===== config.mk =====
export PLATFORM = sky130hd
export DESIGN_NAME = hazardUnit
export DESIGN_NICKNAME = d
export VERILOG_FILES = /design/src/design/cpuPkg.sv /design/src/design/hazardUnit.sv
export SDC_FILE = /design/constraint.sdc
export NUM_CORES = 1
export LEC_CHECK = 0
export BUFFER_PORTS_ARGS = -buffer_cell sky130_fd_sc_hd__buf_4
export CAP_MARGIN = 40
export CORE_AREA = 2 2 39 41
export DETAILED_ROUTE_END_ITERATION = 8
export DIE_AREA = 0 0 41 43
export PLACE_DENSITY_LB_ADDON = 0.3
export RECOVER_POWER = 50
export SYNTH_ARGS = -nofsm -noshare
export SYNTH_HDL_FRONTEND = slang
export SYNTH_SLANG_ARGS = --single-unit
export TNS_END_PERCENT = 30

===== constraint.sdc =====
create_clock -name vclk -period 0.8
set_input_delay 0.04 -clock vclk [all_inputs]
set_output_delay 0.04 -clock vclk [all_outputs]
set_load 0.05 [all_outputs]

===== src/design/cpuPkg.sv =====
package cpuPkg;

  typedef logic [15:0] word;   // Data and address width
  typedef logic [3:0]  regId;  // Register number, r0 reads zero

  //////////////////////////////////////////////////
  // Instruction encodings
  //////////////////////////////////////////////////
  typedef enum logic [3:0] {
    opAdd = 4'h0,  // rd = rs + rt
    opSub = 4'h1,  // rd = rs - rt
    opXor = 4'h2,  // rd = rs ^ rt
    opSll = 4'h4,  // rd = rs << imm4
    opLw  = 4'h8,  // rt = mem[rs + off4*2]
    opSw  = 4'h9,  // mem[rs + off4*2] = rt
    opLlb = 4'hA,  // rd = zero-extended imm8
    opB   = 4'hC,  // Conditional branch, ccc + off9
    opPcs = 4'hE,  // rd = address of PCS plus 2
    opHlt = 4'hF   // Stop fetching
  } opcode;

  typedef enum logic [2:0] {
    condNeq    = 3'b000,  // Z clear
    condEq     = 3'b001,  // Z set
    condGt     = 3'b010,  // Z and N clear
    condLt     = 3'b011,  // N set
    condGte    = 3'b100,  // Z set, or Z and N clear
    condLte    = 3'b101,  // N or Z set
    condOvf    = 3'b110,  // V set
    condUncond = 3'b111   // Always
  } branchCond;

  typedef struct packed {
    logic z;  // Zero
    logic v;  // Signed overflow
    logic n;  // Negative
  } flags;

  typedef enum logic [1:0] {
    aluAdd,
    aluSub,
    aluXor,
    aluSll
  } aluOp;

  //////////////////////////////////////////////////
  // Pipeline register payloads, all-zero is a bubble
  //////////////////////////////////////////////////
  typedef struct packed {
    word pcNext;  // Fetch address plus 2, zero marks a bubble
    word inst;
  } ifId;

  typedef struct packed {
    regId src1;       // First source, zero when unused
    regId src2;       // Second source or store data register
    word  data1;
    word  data2;
    word  imm;
    aluOp op;
    logic useImm;     // Operand B from imm
    logic setsFlags;
    logic memRead;
    logic memWrite;
    logic regWrite;   // Never set for r0
    logic memToReg;
    logic isPcs;
    logic isHlt;
    regId rd;
    word  pcNext;
  } idEx;

  typedef struct packed {
    word  aluOut;     // Result or memory address
    word  storeData;
    word  pcNext;
    logic memRead;
    logic memWrite;
    logic regWrite;
    logic memToReg;
    logic isPcs;
    logic isHlt;
    regId rd;
  } exMem;

  typedef struct packed {
    word  aluOut;
    word  memData;
    word  pcNext;
    logic regWrite;
    logic memToReg;
    logic isPcs;
    logic isHlt;
    regId rd;
  } memWb;

  typedef struct packed {
    logic valid;  // A register write retired this cycle
    regId rd;
    word  data;
  } wbTrace;

  localparam word resetPc = 16'h0000;  // First fetch address

endpackage

===== src/design/hazardUnit.sv =====
module hazardUnit (
  input  cpuPkg::regId src1,         // Sources of the instruction in decode
  input  cpuPkg::regId src2,
  input  logic         isBranch,
  input  logic         branchTaken,
  input  cpuPkg::regId exRd,         // Destination of the instruction in execute
  input  logic         exMemRead,
  input  logic         exSetsFlags,
  output logic         stall,        // Hold pc and ifId
  output logic         bubble,       // Clear idEx
  output logic         branchFlush   // Clear the wrong fetch
);

  logic loadUse;
  logic flagWait;

  // Load result exists only after memory, so the consumer waits one cycle
  assign loadUse = exMemRead && (exRd != '0) &&
                   ((exRd == src1) || (exRd == src2));

  // Branch reads the flag register, which updates at the end of execute
  assign flagWait = isBranch && exSetsFlags;

  assign stall  = loadUse || flagWait;
  assign bubble = stall;  // One bubble per held cycle

  assign branchFlush = branchTaken && !stall;  // A stalled branch decides next cycle

endmodule


# [Word level (Yosys, flattened, before mapping)]
# Cells that the tools add are included.
[word_totals] mem_count=0 ramBits=0 inputBits=16 out_inout_bits=3 latchBits=0 rom_bits=0 regBits=0
[classes] reduce_logical=8 n_eq_ne=2 multipliers=0 n_lt_le_gt_ge=0 div=0 addsub=0 n_bitwise=0 muxes=0 shifts=0
[ops] op="$eq 4x4->1" count=2
[ops] op="$logic_and 1x1->1" count=4
[ops] op="$reduce_bool 4->1" count=1
[ops] op="$logic_or 1x1->1" count=2
[ops] op="$logic_not 1->1" count=1

# [Logic depth before layout (Yosys ltp)]
[depth] ltp_word=6 mapped_depth=5

# [Worst setup path before layout]
# Ideal clock, no wire load.
[synth_path] path_kind="input-to-output" start="input port exRd[1]" end="output port stall" slack_ns=-1.307 stages=5 arrival_time_ns=2.067 path_buffers=1 required_time_ns=0.760 path_cell_list="xor2_1 > nor4_1 > a41oi_1 > o21ai_0 > buf_4"
[synth_between] elab_chain_cells=4 word_cells_on_any_way=7
[synth_rtl] element="start: declaration" line="hazardUnit.sv:6" rtl="input cpuPkg::regId exRd,"
[synth_rtl] element="$eq 4x4->1 or $reduce_bool 4->1 (tied branches)" line="hazardUnit.sv:19, hazardUnit.sv:18"
[synth_rtl] element="$logic_or 1x1->1 or $logic_and 1x1->1 (tied branches)" line="hazardUnit.sv:19, hazardUnit.sv:18"
[synth_rtl] element="$logic_and 1x1->1 *" line="hazardUnit.sv:18" rtl="assign loadUse = exMemRead && (exRd != '0) &&"
[synth_rtl] element="$logic_or 1x1->1 *" line="hazardUnit.sv:24" rtl="assign stall = loadUse || flagWait;"
[synth_rtl] element="end: declaration" line="hazardUnit.sv:9" rtl="output logic stall,"
# Every way passes the cells marked *; elsewhere a longest branch is shown, timed or not.

# [Final worst setup path]
[layout_path] start="input port exRd[2]" end="output port branchFlush"
[layout_between] elab_chain_cells=6 word_cells_on_any_way=9
[layout_rtl] element="$eq 4x4->1 or $reduce_bool 4->1 (tied branches)" line="hazardUnit.sv:19, hazardUnit.sv:18"
[layout_rtl] element="$logic_or 1x1->1 or $logic_and 1x1->1 (tied branches)" line="hazardUnit.sv:19, hazardUnit.sv:18"
[layout_rtl] element="$logic_and 1x1->1 *" line="hazardUnit.sv:18"
[layout_rtl] element="$logic_or 1x1->1 *" line="hazardUnit.sv:24"
[layout_rtl] element="$logic_not 1->1 *" line="hazardUnit.sv:27" rtl="assign branchFlush = branchTaken && !stall;"
[layout_rtl] element="$logic_and 1x1->1 *" line="hazardUnit.sv:27"
[layout_rtl] element="end: declaration" line="hazardUnit.sv:11" rtl="output logic branchFlush"
# Marks and branches as above.

==> qor.yml <==
run_status:
  run_status: "finished, violations left"
  failing_checks: "negative setup slack"
sta:
  period_needed_ns: 1.13
  setup_slack_ns: -0.331
  max_slew.worst_pin.slew_ns: 0.235
  relSlewSlack: 0.842
  hold_viol_final: 0
  max_clock_freq_mhz: 885
  share_of_the_cycle_needed_by_the_critical_path_after_routing: 1.41
  rsz0062_at_grt: "yes"
  setup_viol: 3
  slew_violations: 0
cells_and_area:
  layout_commonest_cell: "buf_4"
  fin_nets: 56
  number_of_clock_buffers_in_the_layout: 0
  insertedDiodeCount: 0
  most-common-layout-cells: "16 x buf_4, 7 x buf_6, 4 x xnor2_1, 4 x xor2_1"
  utilization: 0.274
  layout-drive-gt1-share: 0.737
  syn_to_final_growth_pct: 216
  flops_and_latches: 0
  area.sequential_um2: 0
logic_synthesis:
  synth_top_family_by_area: "XOR/XNOR gates"
  synthesized_area_fraction_occupied_by_adder_cells: 0
  synth_simple_gate_area_frac: 0.0833
  synth_compound_area_frac: 0.271
  yosys_warnings: 0
  synthesis.instances: 15
  syn-mean-instance-area_um2: 8.01
  muxShareOfSynthArea: 0
  synth.yosys.seq_area_share: 0
  synth.cell_area_um2: 120
  synth_xor_area_frac: 0.583
  synthesis.nets: 31
  ys_types: 9
placed_design:
  numPortBuffers: 19
  routability_driven_placement_congestion_ratio: 0.613
detailed_routing:
  drt_first_pass_iters: 2
  route.antenna.remaining_nets: 0
  vias: 203
  routed_wirelength_um: 563
  dr.first_iter.drc_count: 2
  route.detailed.wl_per_inst_um: 10.4
  ratio_of_routed_vias_to_standard_cells: 3.76
  remaining_drc_errors: 0
die:
  initial_core_util: 0.0868
  area_of_the_die_mm2: 0.00176
  core_area_mm2: 0.00138
  die_height_um: 43
  chipWidth_um: 41
  io_pins: 19
  fp-row-count: 14
pwr:
  combPwrFrac: 1.000
  ir_drop_v: 0.000200
  p_int_uw: 138
  clock_power_share: 0
  power-per-cell-area_mw_per_mm2: 679
  power.share.sequential: 0
  power.switching_fraction: 0.465
  totalPowerFinal_uw: 257
  cellLeakagePower_nw: 0.174
  switchingPower_uw: 120
critical_path:
  timing.critical_path.to: "branchFlush"
  critical_path_required_ns: 0.76
  worst_setup_path_startpoint: "exRd[2]"
  setup.worst_path.start_class: "primary input"
  nature_of_the_critical_path_endpoint: "output port"
  timing.critical_path.arrival_ns: 1.09
  crit_type: "in -> out"
  cp_max_fo: 2
run:
  max-cap-violations: 0
global_route:
  gr-max-usage-layer: "met2"
  gr-usage-met1: 0.0949
  grt_pass1_wl_um: 938
  global_route.usage.total: 0.0739
  antenna_found_initial: 0
  grt_overflow_total: 0
  global_route.usage.met3: 0.0366
  grt_start_max_net_pins: 4
  first_global_vias: 240
  grt_use_met2: 0.116
worst_hold_path:
  min_path_type: "in -> out"
synth_stat cells, drive strengths merged:
master	n	area, µm²
nand2	1	3.75
o21ai	1	5.00
buf	1	7.51
xnor2	4	35.0
nor4	1	6.26
xor2	4	35.0
a41oi	1	8.76
o41ai	1	8.76
o211a	1	10.0
power by group through the flow:
stage	Combinational (mW)	Clock, mW	Sequential, mW
finish	0.257	0	0
floorplan	0.114	0	0
global route	0.274	0	0
detailed placement	0.219	0	0
CTS	0.259	0	0
global placement	0.221	0	0
worst min path at each step:
stage	cells after the start	startpoint	endpoint	slack, ns
final	3	branchTaken	branchFlush	0.45
after floorplan	2	exSetsFlags	bubble	0.32
after CTS	3	branchTaken	branchFlush	0.45
after global placement	3	branchTaken	branchFlush	0.49
after detailed placement	3	branchTaken	branchFlush	0.47
after global routing	3	branchTaken	branchFlush	0.46
routing by layer:
layer,part of all wire,vias up
li1,-,101
met1,0.36,83
met2,0.42,19
met3,0.22,0
met4,0,0
met5,0,-
worst max-delay path: stages:
cell and delay, ns:
buf_8 0.10, xor2_1 0.15, nor4_2 0.29, a41oi_2 0.09
o211a_1 0.26, buf_6 0.15
through the flow:
step,TNS (ns),setup slack (ns),cell area [µm²],instances,hold slack [ns]
after detailed placement,-1.19,-0.433,317,53,0.474
after floorplan,-0.923,-0.389,135,15,0.317
after global routing,-1.24,-0.439,379,54,0.464
final,-0.906,-0.331,379,54,0.450
after CTS,-0.939,-0.340,379,54,0.453
after global placement,-1.14,-0.427,317,53,0.485
cell type report:
type | count | area (µm²)
fillers | 149 | 1000
repair buffers | 24 | 214
well taps | 16 | 20.0
multi-input cells | 14 | 145
logic make-up after synthesis:
group                  Yosys count
XOR/XNOR                         8
AO/OA/AOI/OAI                    4
AND/OR/NAND/NOR                  2
buffers and inverters            1
timing repair:
action	in CTS	in global routing
gates resized for setup	12	0
endpoints found under the hold margin	0	0
cloned	0	0
pin swaps	5	0
endpoints found under the setup margin	3	3
setup buffers	1	0
hold buffers	0	0
Note: power is estimated with default switching activity, not from simulation.
