==> config.mk <==
export PLATFORM = sky130hd
export DESIGN_NAME = dataMemory
export DESIGN_NICKNAME = d
export VERILOG_FILES = /design/src/design/cpuPkg.sv /design/src/design/dataMemory.sv
export SDC_FILE = /design/constraint.sdc
export NUM_CORES = 2
export LEC_CHECK = 0
export BUFFER_PORTS_ARGS = -buffer_cell sky130_fd_sc_hd__buf_2
export CAP_MARGIN = 30
export CORE_MARGIN = 10
export CORE_UTILIZATION = 47
export CTS_BUF_LIST = sky130_fd_sc_hd__clkbuf_4 sky130_fd_sc_hd__clkbuf_8
export CTS_CLUSTER_SIZE = 25
export DETAILED_ROUTE_END_ITERATION = 16
export GPL_ROUTABILITY_DRIVEN = 0
export PLACE_DENSITY = 0.63
export SLEW_MARGIN = 10
export SYNTH_ARGS = -nofsm -noshare
export SYNTH_HDL_FRONTEND = slang
export SYNTH_SLANG_ARGS = --single-unit
==> constraint.sdc <==
create_clock -name clk -period 2.9 [get_ports clk]
set_input_delay 0.145 -clock clk [delete_from_list [all_inputs] [get_ports clk]]
set_output_delay 0.145 -clock clk [all_outputs]
set_load 0.02 [all_outputs]
==> src/design/cpuPkg.sv <==
package cpuPkg;

  typedef logic [15:0] word;   // Data and address width
  typedef logic [3:0]  regId;  // Register number, r0 reads zero

  //////////////////////////////////////////////////
  // Instruction encodings
  //////////////////////////////////////////////////
  typedef enum logic [3:0] {
    opAdd = 4'h0,  // rd = rs + rt
    opSub = 4'h1,  // rd = rs - rt
    opXor = 4'h2,  // rd = rs ^ rt
    opSll = 4'h4,  // rd = rs << imm4
    opLw  = 4'h8,  // rt = mem[rs + off4*2]
    opSw  = 4'h9,  // mem[rs + off4*2] = rt
    opLlb = 4'hA,  // rd = zero-extended imm8
    opB   = 4'hC,  // Conditional branch, ccc + off9
    opPcs = 4'hE,  // rd = address of PCS plus 2
    opHlt = 4'hF   // Stop fetching
  } opcode;

  typedef enum logic [2:0] {
    condNeq    = 3'b000,  // Z clear
    condEq     = 3'b001,  // Z set
    condGt     = 3'b010,  // Z and N clear
    condLt     = 3'b011,  // N set
    condGte    = 3'b100,  // Z set, or Z and N clear
    condLte    = 3'b101,  // N or Z set
    condOvf    = 3'b110,  // V set
    condUncond = 3'b111   // Always
  } branchCond;

  typedef struct packed {
    logic z;  // Zero
    logic v;  // Signed overflow
    logic n;  // Negative
  } flags;

  typedef enum logic [1:0] {
    aluAdd,
    aluSub,
    aluXor,
    aluSll
  } aluOp;

  //////////////////////////////////////////////////
  // Pipeline register payloads, all-zero is a bubble
  //////////////////////////////////////////////////
  typedef struct packed {
    word pcNext;  // Fetch address plus 2, zero marks a bubble
    word inst;
  } ifId;

  typedef struct packed {
    regId src1;       // First source, zero when unused
    regId src2;       // Second source or store data register
    word  data1;
    word  data2;
    word  imm;
    aluOp op;
    logic useImm;     // Operand B from imm
    logic setsFlags;
    logic memRead;
    logic memWrite;
    logic regWrite;   // Never set for r0
    logic memToReg;
    logic isPcs;
    logic isHlt;
    regId rd;
    word  pcNext;
  } idEx;

  typedef struct packed {
    word  aluOut;     // Result or memory address
    word  storeData;
    word  pcNext;
    logic memRead;
    logic memWrite;
    logic regWrite;
    logic memToReg;
    logic isPcs;
    logic isHlt;
    regId rd;
  } exMem;

  typedef struct packed {
    word  aluOut;
    word  memData;
    word  pcNext;
    logic regWrite;
    logic memToReg;
    logic isPcs;
    logic isHlt;
    regId rd;
  } memWb;

  typedef struct packed {
    logic valid;  // A register write retired this cycle
    regId rd;
    word  data;
  } wbTrace;

  localparam word resetPc = 16'h0000;  // First fetch address

endpackage
==> src/design/dataMemory.sv <==
module dataMemory #(
  parameter int ramWords = 256
) (
  input  logic        clk,
  input  logic        reset,
  input  cpuPkg::word addr,
  input  cpuPkg::word writeData,
  input  logic        read,
  input  logic        write,
  output cpuPkg::word readData
);

  localparam int idxW = $clog2(ramWords);

  cpuPkg::word      ram [ramWords];
  logic [idxW-1:0]  index;  // Word index

  assign index = addr[idxW:1];  // Bit 0 selects a byte, unused

  always_ff @(posedge clk) begin
    if (write && !reset) begin
      ram[index] <= writeData;
    end
  end

  assign readData = read ? ram[index] : '0;  // Same-cycle read

  oneAccess: assert property (@(posedge clk) disable iff (reset) !(read && write))
    else $error("dataMemory: read and write together at %h", addr);

endmodule

== Word-level counts from Yosys, hierarchy flattened ==
Memory sizes are Yosys's and may differ from the RTL's.
Index checks and enable logic that the tools add are counted.
Word-level totals
  register bits after elaboration: 0
  bits in writable memories: 4096
  logic and storage cells: 6
  memories: 1
Cells by class
  muxes and demuxes: 3
  reduce and logical (&&, ||, !) cells: 2
Memories
  ram: words 256, width 16, rd ports 1, clocked after Yosys merged registers in 0, write ports 1, line dataMemory.sv:15  | cpuPkg::word ram [ramWords];
Operators with widths (count)
  $mux 16: 1
  $mux 1: 2
  $logic_and 1x1->1: 1
  $logic_not 1->1: 1

== Depth between registers and ports, before layout ==
  depth in word-level cells: 4
  mapped depth: 12
  depth with buffers taken out: 6

== Worst setup path before layout ==
No wires, ideal clock.
  path type: input port to flip-flop
  from: input addr[1]
  to: memory ram[101][0] in the netlist's numbering, enable pin
  library setup time: 0.388 ns
  arrival time: 2.594 ns
  path slack: -0.082 ns
  stages on the path: 12
  buffers on the path: 8
  cell sequence: buf_6 buf_6 buf_6 buf_4 buf_4 buf_4 buf_4 nand2_1 nor2_1 nand2_1 buf_2 nor2_1
RTL lines
  start, declared: line dataMemory.sv:6  | input cpuPkg::word addr,
  end, declared: line dataMemory.sv:15
No word-level cell before the write port.

== Worst setup path after layout ==
  from: memory ram[102][3] in the netlist's numbering
  to: output readData[3]
Between the ends
  longest elaborated chain between the ends: 2
Ends and longest elaborated chain
  $mem_v2 256x16
  $mux 16: line dataMemory.sv:26  | assign readData = read ? ram[index] : '0;
  end, declared: line dataMemory.sv:10  | output cpuPkg::word readData
No other way between the ends.

==> qor_table.md <==
| Step | Item | Value |
|:---|:---|:---|
| power and ir drop | Leak Pwr | 61.0 nW |
| placed design | Post-Place Setup Slack | -1350 ps |
| critical path | Cell depth of the worst setup path | 6 |
| timing | Max frequency | 252 MHz |
| logic synthesis | Share of the yosys chip area belonging to registers | 78.1% |
| critical path | CP Buf/Inv Count | 1 |
| placed design | IO Port Bufs | 43 |
| grt | Residual overflow from global routing | 0 |
| logic synthesis | Summed instance area of the synthesized netlist | 157,000 sq um |
| detailed routing | Routed wire length | 436 mm |
| die | Die Area | 359,000 sq um |
| die | Count of boundary I/O pins | 52 |
| logic synthesis | Synthesis warning total | 0 |
| cts | Clock buffers created by TritonCTS | 648 |
| detailed routing | Number of vias in the routed layout | 82,100 |
| detailed routing | Detailed-route vias per instance | 6.10 |
| critical path | Nature of the critical path endpoint | primary output |
| cts | TritonCTS clock tree | yes |
| flow run | Number of max-cap violations | 0 |
| grt | Antenna violations before repair | 29 |
| hold path | Hold path cells | 2 |
| critical path | Startpoint Class | flop |
| placed design | Placed inst area | 174,000 sq um |
| grt | GR peak layer | met2 |
| grt | Combined global-route utilization of all metal layers | 23.9% |
| critical path | Required time of the critical path | 2760 ps |
| critical path | Largest driver fanout on the critical path | 1 |
| hold path | Worst Hold Class | input pin to flop |
| grt | Met2 track demand over resource | 37.6% |
| hold path | Hold_sp | writeData[10] |
| power and ir drop | Overall power consumption | 120 mW |
| logic synthesis | Number of flip-flops and latches in the synthesized netlist | 4,096 |
| timing | Tmin final | 3960 ps |
| detailed routing | Number of remaining DRC errors | 0 |
| grt | Wire length of the first global-routing pass | 618 mm |
| logic synthesis | Commonest cells in the synthesized netlist | sky130_fd_sc_hd__edfxtp_1 (4,096), sky130_fd_sc_hd__mux4_2 (887), sky130_fd_sc_hd__mux2i_1 (442) |
| die | Core footprint | 334,000 sq um |
| cts | Depth of the CTS H-tree | 6 |
| grt | Vias in the first global route | 82,700 |
| cts | Num Clock Sinks | 4,096 |
| critical path | Cell-by-cell listing of the critical path | mux4_2 -> a22oi_1 -> a21boi_0 -> o211ai_1 -> a221oi_4 -> buf_6 |
| critical path | CP delay by family, top | compound AO/OA/AOI/OAI gates |
| grt | Met1 layer usage reported by global route | 33.6% |
| power and ir drop | Largest voltage drop on the vdd net | 0.000613 V |
| timing | Setup repair after global routing missed its margin | true |
| logic synthesis | Async set-or-reset flop fraction in the synthesized netlist | 0% |
| die | Overall die height | 599 um |
| logic synthesis | Number of distinct library cell variants in the gate-level netlist after synthesis | 56 |
| logic synthesis | Number of enable flip-flop cells after synthesis | 4,096 |
| outcome | Result of the run | complete, but fails checks |
| critical path | Slowest cell on crit path | sky130_fd_sc_hd__o211ai_1 |
| hold path | Worst Hold Endpoint | ram[233][10] |
| timing | Final worst slack | -1060 ps |
| final layout | Largest register FFs | 4,096 |
| detailed routing | Antenna Violating Nets Remaining | 0 |
| final layout | Register with the most flip-flops | ram |
| final layout | Net count of the finished layout | 8,593 |
| cts | Number of buffers on the longest clock path | 4 |
| timing | Headroom to the max-slew limit | 23.1% |
| die | Initial cell density of the core | 47.2% |
| detailed routing | Routed wire per std cell | 32.4 um |
| detailed routing | Count of routing violations after the opening detailed-route iteration | 11,500 |
| final layout | Layout cells sized above 1 | 34.6% |
| placed design | Half-perimeter wire length of the detailed placement result | 270 mm |
| cts | Clock root buffer master | sky130_fd_sc_hd__clkbuf_8 |
| timing | Final number of max-transition violations | 0 |
| final layout | Top Registers | ram x4096 |
| timing | Number of setup violations in the final report | 16 |
| logic synthesis | Share of the synthesized area in the top cell type | 78.1% |
| logic synthesis | Cell with the most instances after synthesis | sky130_fd_sc_hd__edfxtp_1 |
| final layout | Final std cell area, no fill | 188,000 sq um |
| timing | Tcrit/Tclk final | 137% |
| timing | Final hold violation count | 0 |
| logic synthesis | Library cell occupying the most area in the post-synthesis netlist | sky130_fd_sc_hd__edfxtp_1 |
| logic synthesis | Avg Inst Size Synth | 21.9 sq um |
| power and ir drop | Areal power density over the cells | 638 nW/um^2 |
| logic synthesis | Top cells by area, synth | sky130_fd_sc_hd__edfxtp_1 (78%), sky130_fd_sc_hd__mux4_2 (13%), sky130_fd_sc_hd__mux2i_1 (2.8%) |
| critical path | Category of the critical setup timing path | flop to primary output |
| grt | Met3 usage | 4.17% |
| critical path | Delay of the slowest cell on the worst path | 580 ps |
| outcome | Violated checks | setup timing |
| logic synthesis | Net count after synthesis | 7,235 |
| grt | Maximum number of pins on one net before global-route repair | 113 |
| detailed routing | Detailed-routing iteration count for the pre-antenna-repair pass | 6 |
| final layout | Area added between synthesis and finish | 19.3% |
| critical path | Data arrival at the endpoint of the critical path | 3820 ps |
| die | X dimension of the die | 599 um |
| logic synthesis | Primary flip-flop cell chosen by synthesis mapping | sky130_fd_sc_hd__edfxtp_1 |
| timing | Slew at the pin with the worst max-slew slack | 1150 ps |
| logic synthesis | Instance count of the mapped netlist | 7,199 |
| cts | Clock-pin slew on the worst setup and hold paths | 60 ps |
| die | FP Rows | 212 |
layout make-up:
type | count | area [sq um]
Antenna cell | 7 | 17.5
Timing Repair Buffer | 1156 | 13800
Inverter | 6 | 22.5
Clock buffer | 855 | 10500
Tap cell | 4387 | 5490
Sequential cell | 4096 | 123000
Fill cell | 24500 | 146000
Clock inverter | 296 | 1860
Multi-Input combinational cell | 2649 | 33300
worst max path at each step:
stage                 startpoint            to  slack (ps)
floorplan                addr[1]   ram[101][0]         -80
global placement         addr[1]   readData[9]       -1540
detailed placement       addr[1]   readData[8]       -1350
CTS                 ram[127][13]  readData[13]       -1110
global route         ram[46][14]  readData[14]       -1150
finish               ram[102][3]   readData[3]       -1060
where the power goes:
group	internal (mW)	total, mW	switching (mW)
Sequential	65.2	65.2	0.0159
Clock	24.6	47.4	22.8
Combinational	2.86	7.29	4.43
Total	92.7	120	27.2
logic make-up (layout without fill, tap and decap cells):
logic type / count (synthesis) / count (layout) / synth area share [%]
flip-flops: 4096 / 4096 / 78.1
multiplexers: 1337 / 1337 / 15.5
AO/OA/AOI/OAI: 693 / 693 / 3.17
AND/OR/NAND/NOR: 619 / 619 / 1.79
buffers and inverters: 454 / 2313 / 1.39
other: 0 / 7 / 0
routing by layer:
layer,vias to the layer above,part of all wire (%)
li1,33400,-
met1,43400,39
met2,4469,48
met3,757,9.0
met4,6,4.2
met5,-,0.0078
repair_timing:
| item | 4_1_cts | 5_1_grt |
|---|---|---|
| setup buffers | 0 | 0 |
| pin swaps | 45 | 33 |
| resized for setup | 152 | 30 |
| setup endpoints to repair | 16 | 16 |
| hold buffers | 37 | 0 |
| hold endpoints to repair | 4199 | 0 |
| gates cloned | 0 | 0 |
stage by stage:
stage	instances	hold WS, ps	TNS (ps)	utilization (%)
2_1_floorplan	7199	244	-163460	-
3_3_place_gp	12300	584	-15150	52.2
3_5_place_dp	12300	591	-13980	52.2
4_1_cts	13400	9.97	-16800	56.3
5_1_grt	13500	47.9	-16080	56.3
6_report	13500	78.8	-14700	56.3
cells in the final DEF (no fill, tap or decap), types with 12 or more instances in the layout:
| cell | count |
|---|---|
| sky130_fd_sc_hd__a221oi_4 | 13 |
| sky130_fd_sc_hd__a22oi_1 | 169 |
| sky130_fd_sc_hd__o211ai_1 | 60 |
| sky130_fd_sc_hd__nand2_1 | 65 |
| sky130_fd_sc_hd__mux4_2 | 887 |
| sky130_fd_sc_hd__inv_8 | 14 |
| sky130_fd_sc_hd__inv_6 | 13 |
| sky130_fd_sc_hd__edfxtp_1 | 4096 |
| sky130_fd_sc_hd__o21ai_0 | 27 |
| sky130_fd_sc_hd__dlygate4sd3_1 | 34 |
| sky130_fd_sc_hd__nand2_2 | 16 |
| sky130_fd_sc_hd__a22o_4 | 13 |
| sky130_fd_sc_hd__a32oi_1 | 24 |
| sky130_fd_sc_hd__nor2_1 | 248 |
| sky130_fd_sc_hd__mux2i_1 | 440 |
| sky130_fd_sc_hd__nor2_2 | 21 |
| sky130_fd_sc_hd__a21boi_0 | 13 |
| sky130_fd_sc_hd__clkinv_2 | 60 |
| sky130_fd_sc_hd__a31oi_1 | 30 |
| sky130_fd_sc_hd__a221oi_1 | 22 |
| sky130_fd_sc_hd__and3_1 | 19 |
| sky130_fd_sc_hd__nand3_1 | 142 |
| sky130_fd_sc_hd__inv_12 | 12 |
| sky130_fd_sc_hd__buf_6 | 21 |
| sky130_fd_sc_hd__a22o_1 | 33 |
| sky130_fd_sc_hd__buf_4 | 692 |
| sky130_fd_sc_hd__clkbuf_8 | 654 |
| sky130_fd_sc_hd__a21oi_1 | 94 |
| sky130_fd_sc_hd__clkbuf_4 | 202 |
| sky130_fd_sc_hd__a22oi_2 | 13 |
| sky130_fd_sc_hd__buf_12 | 383 |
| sky130_fd_sc_hd__o22ai_1 | 63 |
| sky130_fd_sc_hd__nor3_1 | 27 |
| sky130_fd_sc_hd__buf_8 | 19 |
| sky130_fd_sc_hd__nand4_1 | 16 |
| sky130_fd_sc_hd__clkinv_1 | 173 |
| sky130_fd_sc_hd__o2111ai_1 | 53 |
| sky130_fd_sc_hd__nand2b_1 | 19 |
No activity file was read; power rests on OpenSTA's default activity.
