$ cat src/program.hex
// One instruction word per line, loaded from word address 0, byte address = 2 * line
// Column 1 is the instruction in hex, the comment gives byte address and mnemonic
A135  // 00 LLB r1, 0x35
A20C  // 02 LLB r2, 0x0C
0312  // 04 ADD r3, r1, r2
1412  // 06 SUB r4, r1, r2
2512  // 08 XOR r5, r1, r2
4613  // 0A SLL r6, r1, 3
0711  // 0C ADD r7, r1, r1
0771  // 0E ADD r7, r7, r1    back-to-back
0877  // 10 ADD r8, r7, r7    memory stage wins over write-back
A901  // 12 LLB r9, 0x01
0A89  // 14 ADD r10, r8, r9   r8 two apart
AB40  // 16 LLB r11, 0x40
9AB1  // 18 SW  r10, 1(r11)
8CB1  // 1A LW  r12, 1(r11)
0DC9  // 1C ADD r13, r12, r9  load-use stall
1ECA  // 1E SUB r14, r12, r10 zero result, Z set
C201  // 20 B   EQ, +1        flag stall, then taken to 0x24
AFBD  // 22 LLB r15, 0xBD     skipped
C001  // 24 B   NEQ, +1       not taken
AF5A  // 26 LLB r15, 0x5A
E100  // 28 PCS r1            r1 = 0x2A
0219  // 2A ADD r2, r1, r9    PCS value forwarded
F000  // 2C HLT
AFEE  // 2E LLB r15, 0xEE     fetched behind HLT, never retires
AFEF  // 30 LLB r15, 0xEF

$ cat src/design/cpuPkg.sv
package cpuPkg;

  typedef logic [15:0] word;   // Data and address width
  typedef logic [3:0]  regId;  // Register number, r0 reads zero

  //////////////////////////////////////////////////
  // Instruction encodings
  //////////////////////////////////////////////////
  typedef enum logic [3:0] {
    opAdd = 4'h0,  // rd = rs + rt
    opSub = 4'h1,  // rd = rs - rt
    opXor = 4'h2,  // rd = rs ^ rt
    opSll = 4'h4,  // rd = rs << imm4
    opLw  = 4'h8,  // rt = mem[rs + off4*2]
    opSw  = 4'h9,  // mem[rs + off4*2] = rt
    opLlb = 4'hA,  // rd = zero-extended imm8
    opB   = 4'hC,  // Conditional branch, ccc + off9
    opPcs = 4'hE,  // rd = address of PCS plus 2
    opHlt = 4'hF   // Stop fetching
  } opcode;

  typedef enum logic [2:0] {
    condNeq    = 3'b000,  // Z clear
    condEq     = 3'b001,  // Z set
    condGt     = 3'b010,  // Z and N clear
    condLt     = 3'b011,  // N set
    condGte    = 3'b100,  // Z set, or Z and N clear
    condLte    = 3'b101,  // N or Z set
    condOvf    = 3'b110,  // V set
    condUncond = 3'b111   // Always
  } branchCond;

  typedef struct packed {
    logic z;  // Zero
    logic v;  // Signed overflow
    logic n;  // Negative
  } flags;

  typedef enum logic [1:0] {
    aluAdd,
    aluSub,
    aluXor,
    aluSll
  } aluOp;

  //////////////////////////////////////////////////
  // Pipeline register payloads, all-zero is a bubble
  //////////////////////////////////////////////////
  typedef struct packed {
    word pcNext;  // Fetch address plus 2, zero marks a bubble
    word inst;
  } ifId;

  typedef struct packed {
    regId src1;       // First source, zero when unused
    regId src2;       // Second source or store data register
    word  data1;
    word  data2;
    word  imm;
    aluOp op;
    logic useImm;     // Operand B from imm
    logic setsFlags;
    logic memRead;
    logic memWrite;
    logic regWrite;   // Never set for r0
    logic memToReg;
    logic isPcs;
    logic isHlt;
    regId rd;
    word  pcNext;
  } idEx;

  typedef struct packed {
    word  aluOut;     // Result or memory address
    word  storeData;
    word  pcNext;
    logic memRead;
    logic memWrite;
    logic regWrite;
    logic memToReg;
    logic isPcs;
    logic isHlt;
    regId rd;
  } exMem;

  typedef struct packed {
    word  aluOut;
    word  memData;
    word  pcNext;
    logic regWrite;
    logic memToReg;
    logic isPcs;
    logic isHlt;
    regId rd;
  } memWb;

  typedef struct packed {
    logic valid;  // A register write retired this cycle
    regId rd;
    word  data;
  } wbTrace;

  localparam word resetPc = 16'h0000;  // First fetch address

endpackage
$ cat src/design/fetch.sv
module fetch #(
  parameter int romWords = 256
) (
  input  logic         clk,
  input  logic         reset,
  input  logic         stall,         // Hazard hold
  input  logic         halt,          // HLT decoded, freeze from now on
  input  logic         branchTaken,
  input  cpuPkg::word  branchTarget,
  output cpuPkg::word  pc,
  output cpuPkg::ifId  ifOut
);

  localparam int romIdxW = $clog2(romWords);

  cpuPkg::word rom [romWords];  // Instruction ROM, one word per entry
  cpuPkg::word pcPlus2;         // Sequential next address
  cpuPkg::word inst;            // Word at pc

  initial begin
    $readmemh("/design/src/program.hex", rom);
  end

  assign pcPlus2 = pc + 16'd2;
  assign inst    = rom[pc[romIdxW:1]];  // Word index, bit 0 is the byte offset

  always_ff @(posedge clk) begin
    if (reset) begin
      pc <= cpuPkg::resetPc;
    end else if (!(stall || halt)) begin
      pc <= branchTaken ? branchTarget : pcPlus2;  // Predict not taken, fix in decode
    end
  end

  always_comb begin
    ifOut.pcNext = pcPlus2;
    ifOut.inst   = inst;
    if (halt) begin
      ifOut = '0;  // Nothing past HLT enters decode
    end
  end

  // Offsets are shifted left by one, so a fetch address is never odd
  pcEven: assert property (@(posedge clk) disable iff (reset) pc[0] == 1'b0)
    else $error("fetch: odd pc %h", pc);

endmodule

$ cat config.mk
export PLATFORM = sky130hd
export DESIGN_NAME = fetch
export DESIGN_NICKNAME = d
export VERILOG_FILES = /design/src/design/cpuPkg.sv /design/src/design/fetch.sv
export SDC_FILE = /design/constraint.sdc
export NUM_CORES = 1
export LEC_CHECK = 0
export ABC_AREA = 1
export BUFFER_PORTS_ARGS = -buffer_cell sky130_fd_sc_hd__buf_4
export CORE_AREA = 2 2 60 62
export DETAILED_ROUTE_END_ITERATION = 7
export DIE_AREA = 0 0 62 64
export PLACE_DENSITY = 0.77
export REMOVE_ABC_BUFFERS = 1
export SLEW_MARGIN = 5
export SYNTH_ARGS = -nofsm -noshare
export SYNTH_HDL_FRONTEND = slang
export SYNTH_SLANG_ARGS = --single-unit
$ cat constraint.sdc
create_clock -name clk -period 1.45 [get_ports clk]
set_input_delay 0.2175 -clock clk [delete_from_list [all_inputs] [get_ports clk]]
set_output_delay 0.2175 -clock clk [all_outputs]
set_load 0.01 [all_outputs]
# After elaboration in Yosys (flattened, before gate mapping)
# Index checks and enable logic that the tools add are counted.
[word_totals]
regBits = 16
[classes]
reduce_logical = 1
addsub = 1
mux = 2
[op_table]
columns = ["cell", "n"]
rows = [
  ["32-bit two-way mux", 1],
  ["16-bit by 2-bit adder with 16-bit output, second input constant", 1],
  ["16-bit two-way mux", 1],
  ["1-bit logical OR", 1],
]

# Logic depth before layout (Yosys ltp)
# Gate-level depths: netlist of run 1.
[logic_depth]
word_depth = 2
ltp_mapped = 9
depth_no_buf = 8

# Worst setup path after synthesis of run 1
# No wires, ideal clock.
[synth_path]
path_kind = "register -> output"
startpoint = "register pc[1]"
endpoint = "output port ifOut[27] (netlist bit)"
slack_ns = -0.087
arrival_ns = 1.319
path_stages_with_launch = 8
path_cell_list = "dfxtp_1 ha_1 nand3_2 inv_1 nand2_1 o21ai_2 nand2_1 nor2_1"
[synth_lines]
columns = ["item", "line_no", "text"]
rows = [
  ["from (decl)", "fetch.sv:10", "output cpuPkg::word pc,"],
  ["from (signal assigned)", "fetch.sv:29", "pc <= cpuPkg::resetPc;"],
  ["from (signal assigned)", "fetch.sv:31", "pc <= branchTaken ? branchTarget : pcPlus2;"],
  ["to (decl)", "fetch.sv:11", "output cpuPkg::ifId ifOut"],
]

==> impl_metrics.json, run 1 <==
{
  "status": "finished, violations left",
  "failed_checks": "negative setup slack",
  "die_x_um": 62,
  "cts_tree": "built",
  "antennaDiodeCount": 0,
  "peakVddDrop_v": 0.000352,
  "synth_top_family_by_area": "simple AND/OR/NAND/NOR gates",
  "final_area_sq_mm": 0.00208,
  "synth_compound_area_share_pct": 14.4,
  "synthArstFlopShare_pct": 0,
  "synth_cell_types": 28,
  "synth_adder_area_share_pct": 0.943,
  "top_register": "pc",
  "tns_ps": -3980,
  "setup_viol": 14,
  "root_buffer": "clkbuf_4",
  "grt_first_pass_wirelength_um": 5770,
  "synth_seq_cells": 16,
  "synthSimpleGateAreaFrac_pct": 33.9,
  "syn-cell-area_sq_mm": 0.00133,
  "period_share_pct": 123,
  "rsz0062_at_grt": "true",
  "grt_max_degree": 17,
  "syn_inst": 209,
  "synth_area_leaders": "dfxtp_1 24%, nand2_1 14%, buf_4 9.6%, inv_1 7.4%, nor2_1 6.8%",
  "hold_ws_ps": 171,
  "worstPathMaxFanout": 5,
  "fmax_mhz": 560,
  "clk_pin_slew_ps": 110,
  "r2r-end": "pc[14]$_SDFFE_PP0N_",
  "nFillCells": 306,
  "post_drt_wl_per_cell_um": 11.7,
  "grt_use_total_pct": 19.0,
  "hold_class": "in2reg",
  "largest_reg_flops": 16,
  "initial_core_util_pct": 40.4,
  "num-nets-final": 309,
  "cts_buffers": 3,
  "clk_latency_ps": 310,
  "postRouteAntennaNets": 0,
  "yosys.area_share.xor_xnor_pct": 4.62,
  "syn_to_final_growth_pct": 56.8,
  "largestRegisters": "pc x16",
  "synth_top_area_cell": "dfxtp_1",
  "finalWirelength_um": 3880,
  "cts-htree-levels": 1,
  "io_buffers": 52,
  "endpoint_kind": "output port",
  "synth_mux_area_share_pct": 0,
  "worstHoldPathCells": 3,
  "avgSynthCellArea_sq_um": 6.35,
  "yosysTopAreaCellShare_pct": 24.2,
  "worstSetupPathType": "reg2out",
  "die_area_sq_mm": 0.00397,
  "setup_slack_ps": -337,
  "startpoint_type": "flop",
  "drtPass1Iterations": 4,
  "core_sq_mm": 0.00328,
  "synth_edf_count": 0,
  "num_vias": 1528,
  "rows": 21,
  "drive_gt1_share_pct": 47.6,
  "postPlaceCellArea_sq_mm": 0.00181,
  "yosysSeqAreaShare_pct": 24.2,
  "cap_violations": 0,
  "regToRegSetupSlack_ps": -90,
  "yosysWarnings": 0,
  "worstReg2RegStart": "pc[1]$_SDFFE_PP0N_",
  "cts_buffer_depth": 2,
  "cts_sinks": 16,
  "die_h_um": 64,
  "antenna_found_initial": 0,
  "grt_pass1_vias": 1316,
  "overflow": 0,
  "synthFlopType": "dfxtp_1",
  "drcViolationCount": 0,
  "vias_per_cell": 4.60,
  "hold_viol_final": 0,
  "ios": 69,
  "maxSlewViolCount": 0,
  "worst-endpoint-required_ps": 1230,
  "reg2reg_depth": 9,
  "finClkSkew_ps": 7.16,
  "min_period_ps": 1790,
  "min_from": "branchTarget[2]",
  "p_total_uw": 1090,
  "p_leak_uw": 0.000941,
  "p_per_area_mw_per_mm2": 526,
  "place_congestion": 0.824,
  "post-dp-hpwl_um": 2680,
  "min_to": "pc[2]$_SDFFE_PP0N_",
  "arrival_ps": 1570,
  "first_iter_violations": 98
}
-- worst max path at each step --
stage                             from         to  slack [ps]  depth (start not counted)
global route        pc[2]$_SDFFE_PP0N_  ifOut[23]        -400                          7
CTS                 pc[2]$_SDFFE_PP0N_  ifOut[24]        -300                          7
floorplan           pc[1]$_SDFFE_PP0N_  ifOut[27]         -90                          7
detailed placement  pc[1]$_SDFFE_PP0N_  ifOut[25]         -90                          7
finish              pc[1]$_SDFFE_PP0N_  ifOut[24]        -340                          7
global placement    pc[1]$_SDFFE_PP0N_  ifOut[25]         -40                          7
-- layout by cell type (no fill, tap or decap), types with 3 or more instances in the layout --
cell type	instances
nand2_1	47
nor2_2	4
inv_2	6
nor2_1	20
conb_1	16
nand3_1	7
nand2_2	4
o21ai_2	6
xor2_2	5
dfxtp_2	6
nor2_4	5
o21ai_0	4
a21oi_1	10
a21oi_2	4
dfxtp_1	9
buf_4	79
inv_1	24
clkbuf_4	3
nand4_1	4
-- power breakdown --
group	switching, uW	total, uW	internal, uW
clock	170	323	153
combinational	157	295	138
sequential	17.6	475	457
total	344	1090	749
-- critical path, cell delays in order (launching register included) --
cell     delay (ps)
dfxtp_2         370
buf_4           150
nand3_4         100
inv_4            80
nand2_4          60
xor2_2          180
and2_1          170
buf_4           140
-- layout make-up --
class | instances | area [sq um] | share of cell area (%)
Multi-Input combinational cell | 153 | 915 | 44.0
Timing Repair Buffer | 81 | 616 | 29.6
Sequential cell | 16 | 332 | 15.9
Inverter | 32 | 124 | 5.96
Tap cell | 46 | 57.6 | 2.77
Clock buffer | 4 | 36.3 | 1.74
-- per-stage QoR --
step	util, %	cells	setup WS [ps]
final	63.3	332	-337
after global routing	63.3	332	-402
after CTS	59.7	327	-297
after detailed placement	55.0	318	-92.9
after global placement	55.0	318	-43.0
after floorplan	-	201	-86.9
-- cells in the mapped netlist (3+ instances only) --
| cell type | n |
|---|---|
| nor2_2 | 4 |
| dfxtp_1 | 16 |
| xor2_1 | 7 |
| inv_2 | 5 |
| o21ai_0 | 4 |
| nand4_1 | 4 |
| nand2_1 | 50 |
| clkbuf_1 | 3 |
| a21oi_1 | 11 |
| inv_1 | 26 |
| nand3_1 | 9 |
| o21ai_2 | 6 |
| nor2_1 | 24 |
| a21oi_2 | 3 |
| buf_4 | 17 |
-- repair_timing --
action	4_1_cts	5_1_grt
gates resized for setup	21	18
setup endpoints to repair	13	15
pin swaps	6	16
hold buffers	0	0
setup buffers	5	5
-- routing by layer --
metal,vias to the layer above,GRT usage (%),part of all wire [%]
li1,764,-,-
met1,705,24.8,42
met2,55,31.6,50
met3,4,3.24,6.5
met4,0,4.79,0.72
met5,-,0,0
-- logic make-up (layout without fill, tap and decap cells) --
| family | after synthesis | in the layout |
|---|---|---|
| other | 1 | 16 |
| and+or+nand+nor | 99 | 99 |
| DFF | 16 | 16 |
| adders and majority gates | 1 | 1 |
| AOI/OAI and AO/OA | 30 | 30 |
| buffers and inverters | 55 | 117 |
| xor gates and xnor gates | 7 | 7 |
Note: power is estimated with default switching activity, not from simulation.
==> run 2: changes to the inputs <==
==> constraint.sdc (replaced) <==
create_clock -name clk -period 1.45 [get_ports clk]
set_input_delay 0.145 -clock clk [delete_from_list [all_inputs] [get_ports clk]]
set_output_delay 0.145 -clock clk [all_outputs]
set_load 0.01 [all_outputs]
==> run 2 against run 1 <==
Against the previous run:
- the run still ends with negative setup slack left
- largest power group unchanged
- largest cell class unchanged
- non-clock buffer count is 9 lower
- final area is 4.1% lower
- total power is 2.0% lower
- utilization is 2.6 points lower
==> impl_metrics.json, run 2 (synthesis results as in run 1) <==
{
  "slowest_delay_ps": 370,
  "p_leak_uw": 0.000895,
  "grt_max_degree": 17,
  "ios": 69,
  "cts_tree": "built",
  "hold_class": "in2reg",
  "path_cells": "ha_4 -> nand3_4 -> nor2_4 -> xor2_2 -> inv_1 -> nor2_2 -> buf_4",
  "period_share_pct": 116,
  "worstSetupPathType": "reg2out",
  "die_area_sq_mm": 0.00397,
  "hold_viol_final": 0,
  "setup_slack_ps": -234,
  "crit_family": "flip-flops",
  "regToRegSetupSlack_ps": -40,
  "path_buf_inv": 2,
  "p_per_area_mw_per_mm2": 537,
  "worstHoldPathCells": 3,
  "top_layer": "met4",
  "overflow": 0,
  "antenna_found_initial": 0,
  "final_common_cell": "buf_4",
  "clk_pin_slew_ps": 100,
  "first_iter_violations": 57,
  "tns_ps": -2510,
  "reg2reg_depth": 9,
  "nFillCells": 288,
  "post_drt_wl_per_cell_um": 11.5,
  "grt_use_total_pct": 18.7,
  "worstPathMaxFanout": 3,
  "peakVddDrop_v": 0.000393,
  "vias_per_cell": 4.59,
  "worstReg2RegStart": "pc[2]$_SDFFE_PP0N_",
  "cts_buffer_depth": 2,
  "min_from": "branchTarget[3]",
  "startpoint_type": "flop",
  "antennaDiodeCount": 0,
  "largest_reg_flops": 16,
  "crit_start": "pc[2]$_SDFFE_PP0N_",
  "r2r-end": "pc[3]$_SDFFE_PP0N_",
  "wl_met2_um": 1820,
  "num-nets-final": 300,
  "grt_pass1_vias": 1239,
  "grt_first_pass_wirelength_um": 5590,
  "worst-endpoint-required_ps": 1310,
  "drcViolationCount": 0,
  "initial_core_util_pct": 40.4,
  "root_buffer": "clkbuf_4",
  "drive_gt1_share_pct": 46.6,
  "endpoint_kind": "output port",
  "hold_ws_ps": 124,
  "place_congestion": 0.849,
  "setup_viol": 14,
  "maxSlewViolCount": 0,
  "met3_length_um": 262,
  "postCtsHoldBufs": 0,
  "wl_met1_um": 1600,
  "final_cell_mix": "70 x buf_4, 43 x nand2_1, 24 x inv_1, 21 x nor2_1, 16 x conb_1",
  "core_sq_mm": 0.00328,
  "cp_slowest_cell": "dfxtp_2",
  "rsz0062_at_grt": "true",
  "failed_checks": "negative setup slack",
  "top_register": "pc",
  "die_x_um": 62,
  "min_to": "pc[3]$_SDFFE_PP0N_",
  "largestRegisters": "pc x16",
  "io_buffers": 52,
  "cp.depth": 7,
  "cts-htree-levels": 1,
  "arrival_ps": 1540,
  "cts_buffers": 3,
  "fmax_mhz": 594,
  "drtPass1Iterations": 4,
  "cts_sinks": 16,
  "cap_violations": 0,
  "rows": 21,
  "num_vias": 1482,
  "finClkSkew_ps": 3.04,
  "die_h_um": 64,
  "finalWirelength_um": 3700,
  "clk_latency_ps": 290,
  "min_period_ps": 1680,
  "status": "finished, violations left",
  "postRouteAntennaNets": 0,
  "syn_to_final_growth_pct": 50.4,
  "post-dp-hpwl_um": 2630
}
## run 2: worst max-delay path by stage
| stage | end | slack [ps] |
|---|---|---|
| floorplan | ifOut[27] | -10 |
| global placement | ifOut[25] | 40 |
| detailed placement | ifOut[23] | -20 |
| CTS | ifOut[23] | -220 |
| global route | ifOut[31] | -360 |
| finish | ifOut[23] | -230 |
## run 2: what timing repair did
item,CTS,global route
pin swaps,14,9
cloned,0,0
gates resized for setup,32,8
setup buffers,3,4
endpoints found under the setup margin,13,13
## run 2: final cells by class
class | count | area [sq um] | share of cell area (%)
well taps | 46 | 57.6 | 2.89
clock buffers | 4 | 36.3 | 1.82
inverters | 32 | 124 | 6.21
repair buffers | 72 | 548 | 27.5
multi-input cells | 153 | 895 | 44.9
flip-flops and latches | 16 | 334 | 16.8
## run 2: metal layers
metal	vias up	global-route usage, %
met5	-	0
met4	0	3.72
met3	6	5.06
met2	60	31.5
met1	667	23.4
li1	749	-
## run 2: power breakdown
| group | internal [uW] | leakage (uW) | total [uW] | switching (uW) |
|---|---|---|---|---|
| sequential | 458 | 0.000135 | 477 | 19.3 |
| combinational | 132 | 0.000739 | 286 | 155 |
| clock | 153 | 0.0000210 | 308 | 155 |
| total | 742 | 0.000895 | 1070 | 329 |
## run 2: worst min-delay path: cells and delay by family
kind | cells | cell delay, ps
AOI/OAI and AO/OA | 1 | 70
and+or+nand+nor | 1 | 60
buffers and inverters | 1 | 110
## run 2: per-stage QoR
step / utilization (%) / setup WS [ps] / area [sq um] / instances / power, uW
final: 60.7 / -234 / 1990 / 323 / 1070
after CTS: 59.1 / -217 / 1940 / 319 / 1060
after global placement: 53.6 / 41.2 / 1760 / 312 / 744
after global routing: 60.7 / -355 / 1990 / 323 / 1130
after floorplan: - / -14.4 / 1220 / 201 / 603
after detailed placement: 53.6 / -15.5 / 1760 / 312 / 747
==> run 3: changes to the inputs <==
--- a/config.mk
+++ b/config.mk
@@ -7,11 +7,12 @@
 export LEC_CHECK = 0
 export ABC_AREA = 1
 export BUFFER_PORTS_ARGS = -buffer_cell sky130_fd_sc_hd__buf_4
-export CORE_AREA = 2 2 60 62
+export CORE_AREA = 2 2 63 65
 export DETAILED_ROUTE_END_ITERATION = 7
-export DIE_AREA = 0 0 62 64
-export PLACE_DENSITY = 0.77
+export DIE_AREA = 0 0 65 67
+export PLACE_DENSITY = 0.71
 export REMOVE_ABC_BUFFERS = 1
+export SKIP_LAST_GASP = 1
 export SLEW_MARGIN = 5
 export SYNTH_ARGS = -nofsm -noshare
 export SYNTH_HDL_FRONTEND = slang
==> run 3 against run 2 <==
Against the previous run:
- the flow still finishes with violations (negative setup slack)
- setup slack better by 54 ps
- clock skew rose by 1.1 ps
- register-to-register slack improved by 30 ps
- first-iteration DRC count decreased by 1.8%
- final cell count grew 1.2%
- via count is 2.6% lower
- final area up 3.8%
- maximum frequency rose by 3.3%
- largest cell class unchanged
- largest power group unchanged
==> impl_metrics.json, run 3 (synthesis results as in run 1) <==
{
  "top_register": "pc",
  "die_h_um": 67,
  "hold_viol_final": 0,
  "min_from": "branchTarget[2]",
  "antennaDiodeCount": 0,
  "nFillCells": 346,
  "grt_use_total_pct": 16.9,
  "final_common_cell": "buf_4",
  "grt_max_degree": 17,
  "core_sq_mm": 0.00361,
  "num_vias": 1444,
  "busiest_layer": "met2",
  "grt_first_pass_wirelength_um": 5620,
  "min_to": "pc[2]$_SDFFE_PP0N_",
  "use_met2_pct": 28.5,
  "cts_sinks": 16,
  "met3_usage_pct": 2.87,
  "rows": 22,
  "regToRegSetupSlack_ps": -10,
  "num-nets-final": 302,
  "startpoint_type": "flop",
  "finish.utilization_pct": 57.4,
  "place_congestion": 0.826,
  "setup_slack_ps": -180,
  "drive_gt1_share_pct": 48.0,
  "initial_core_util_pct": 36.8,
  "maxSlewViolCount": 0,
  "peakVddDrop_v": 0.000352,
  "cp_slowest_cell": "dfxtp_2",
  "path_cells": "ha_4 -> nand3_4 -> nor2_4 -> xor2_2 -> inv_1 -> nor2_1 -> buf_4",
  "final_cell_mix": "71 x buf_4, 44 x nand2_1, 24 x inv_1, 21 x nor2_1, 16 x conb_1",
  "grt_pass1_vias": 1254,
  "largestRegisters": "pc x16",
  "vias_per_cell": 4.42,
  "status": "finished, violations left",
  "failed_checks": "negative setup slack",
  "die_x_um": 65,
  "clk_pin_slew_ps": 70,
  "hold_class": "in2reg",
  "finalWirelength_um": 3800,
  "arrival_ps": 1480,
  "p_leak_uw": 0.000919,
  "clk_latency_ps": 260,
  "root_buffer": "clkbuf_8",
  "io_buffers": 52,
  "slowest_delay_ps": 350,
  "postPlaceCellArea_sq_mm": 0.00176,
  "cts_buffer_depth": 2,
  "period_share_pct": 112,
  "fmax_mhz": 614,
  "p_per_area_mw_per_mm2": 570,
  "reg2reg_depth": 9,
  "r2r-end": "pc[3]$_SDFFE_PP0N_",
  "drcViolationCount": 0,
  "worst-endpoint-required_ps": 1310,
  "post_drt_wl_per_cell_um": 11.6,
  "ios": 69,
  "syn_to_final_growth_pct": 56.1,
  "cap_violations": 0,
  "worstReg2RegStart": "pc[2]$_SDFFE_PP0N_",
  "postCtsHoldBufs": 0,
  "worstPathMaxFanout": 3,
  "finClkSkew_ps": 4.15,
  "overflow": 0,
  "worstHoldPathCells": 3,
  "endpoint_kind": "output port",
  "cts_buffers": 3,
  "first_iter_violations": 56,
  "drtPass1Iterations": 4,
  "setup_viol": 14,
  "rsz0062_at_grt": "true",
  "cts-htree-levels": 1,
  "min_period_ps": 1630,
  "antenna_found_initial": 0,
  "cts_tree": "built",
  "worstSetupPathType": "reg2out",
  "die_area_sq_mm": 0.00436,
  "hold_ws_ps": 158,
  "postRouteAntennaNets": 0,
  "tns_ps": -1670,
  "final_area_sq_mm": 0.00207,
  "largest_reg_flops": 16,
  "post-dp-hpwl_um": 2570,
  "use_met1_pct": 21.9
}
## run 3: cell types whose count changed in the layout (fill, tap and decap cells not counted), moves of 2 or more
cell      delta
dfxtp_2      -4
clkbuf_8     +3
a21oi_2      +2
xor2_1       -2
a21oi_1      -2
clkbuf_4     -3
dfxtp_4      +3
xor2_2       +2
## run 3: worst max path at each step
stage / depth (start not counted) / to / start
2_1_floorplan: 7 / ifOut[27] / pc[1]$_SDFFE_PP0N_
3_3_place_gp: 7 / ifOut[25] / pc[1]$_SDFFE_PP0N_
3_5_place_dp: 7 / ifOut[25] / pc[1]$_SDFFE_PP0N_
4_1_cts: 7 / ifOut[23] / pc[2]$_SDFFE_PP0N_
5_1_grt: 7 / ifOut[23] / pc[2]$_SDFFE_PP0N_
6_report: 7 / ifOut[23] / pc[2]$_SDFFE_PP0N_
## run 3: through the flow
step / total power (uW) / cells / setup WS [ps]
3_3_place_gp: 743 / 313 / 64.5
5_1_grt: 1240 / 327 / -260
6_report: 1180 / 327 / -180
4_1_cts: 1170 / 324 / -163
3_5_place_dp: 745 / 313 / 41.0
2_1_floorplan: 603 / 201 / -14.4
## run 3: worst max-delay path, delay by kind of cell (launching register included)
family / cells / cell delay [ps]
xor gates and xnor gates: 1 / 170
adders and majority gates: 1 / 160
buffers and inverters: 2 / 190
DFF: 1 / 350
and+or+nand+nor: 3 / 360
## run 3: power by group
part           switching [uW]  internal [uW]  leakage [uW]  total (uW)
combinational             156            131      0.000756         287
sequential               18.3            453      0.000135         472
clock                     180            242     0.0000288         422
total                     355            827      0.000919        1180
## run 3: repair_timing
| item | 4_1_cts | 5_1_grt |
|---|---|---|
| setup endpoints to repair | 12 | 14 |
| pin swaps | 12 | 15 |
| gates resized for setup | 25 | 24 |
| endpoints found under the hold margin | 0 | 0 |
| buffers inserted | 8 | 5 |
## run 3: cell type report
type | count | area, sq um | share of cell area, %
clock buffers | 4 | 55.1 | 2.66
flip-flops and latches | 16 | 340 | 16.4
multi-input cells | 153 | 925 | 44.7
well taps | 48 | 60.1 | 2.90
inverters | 32 | 124 | 5.98
repair buffers | 74 | 567 | 27.4
## run 3: routing by layer
metal	up-vias	share of wire (%)
li1	750	-
met1	634	44
met2	54	49
met3	6	6.1
met4	0	1.3
met5	-	0
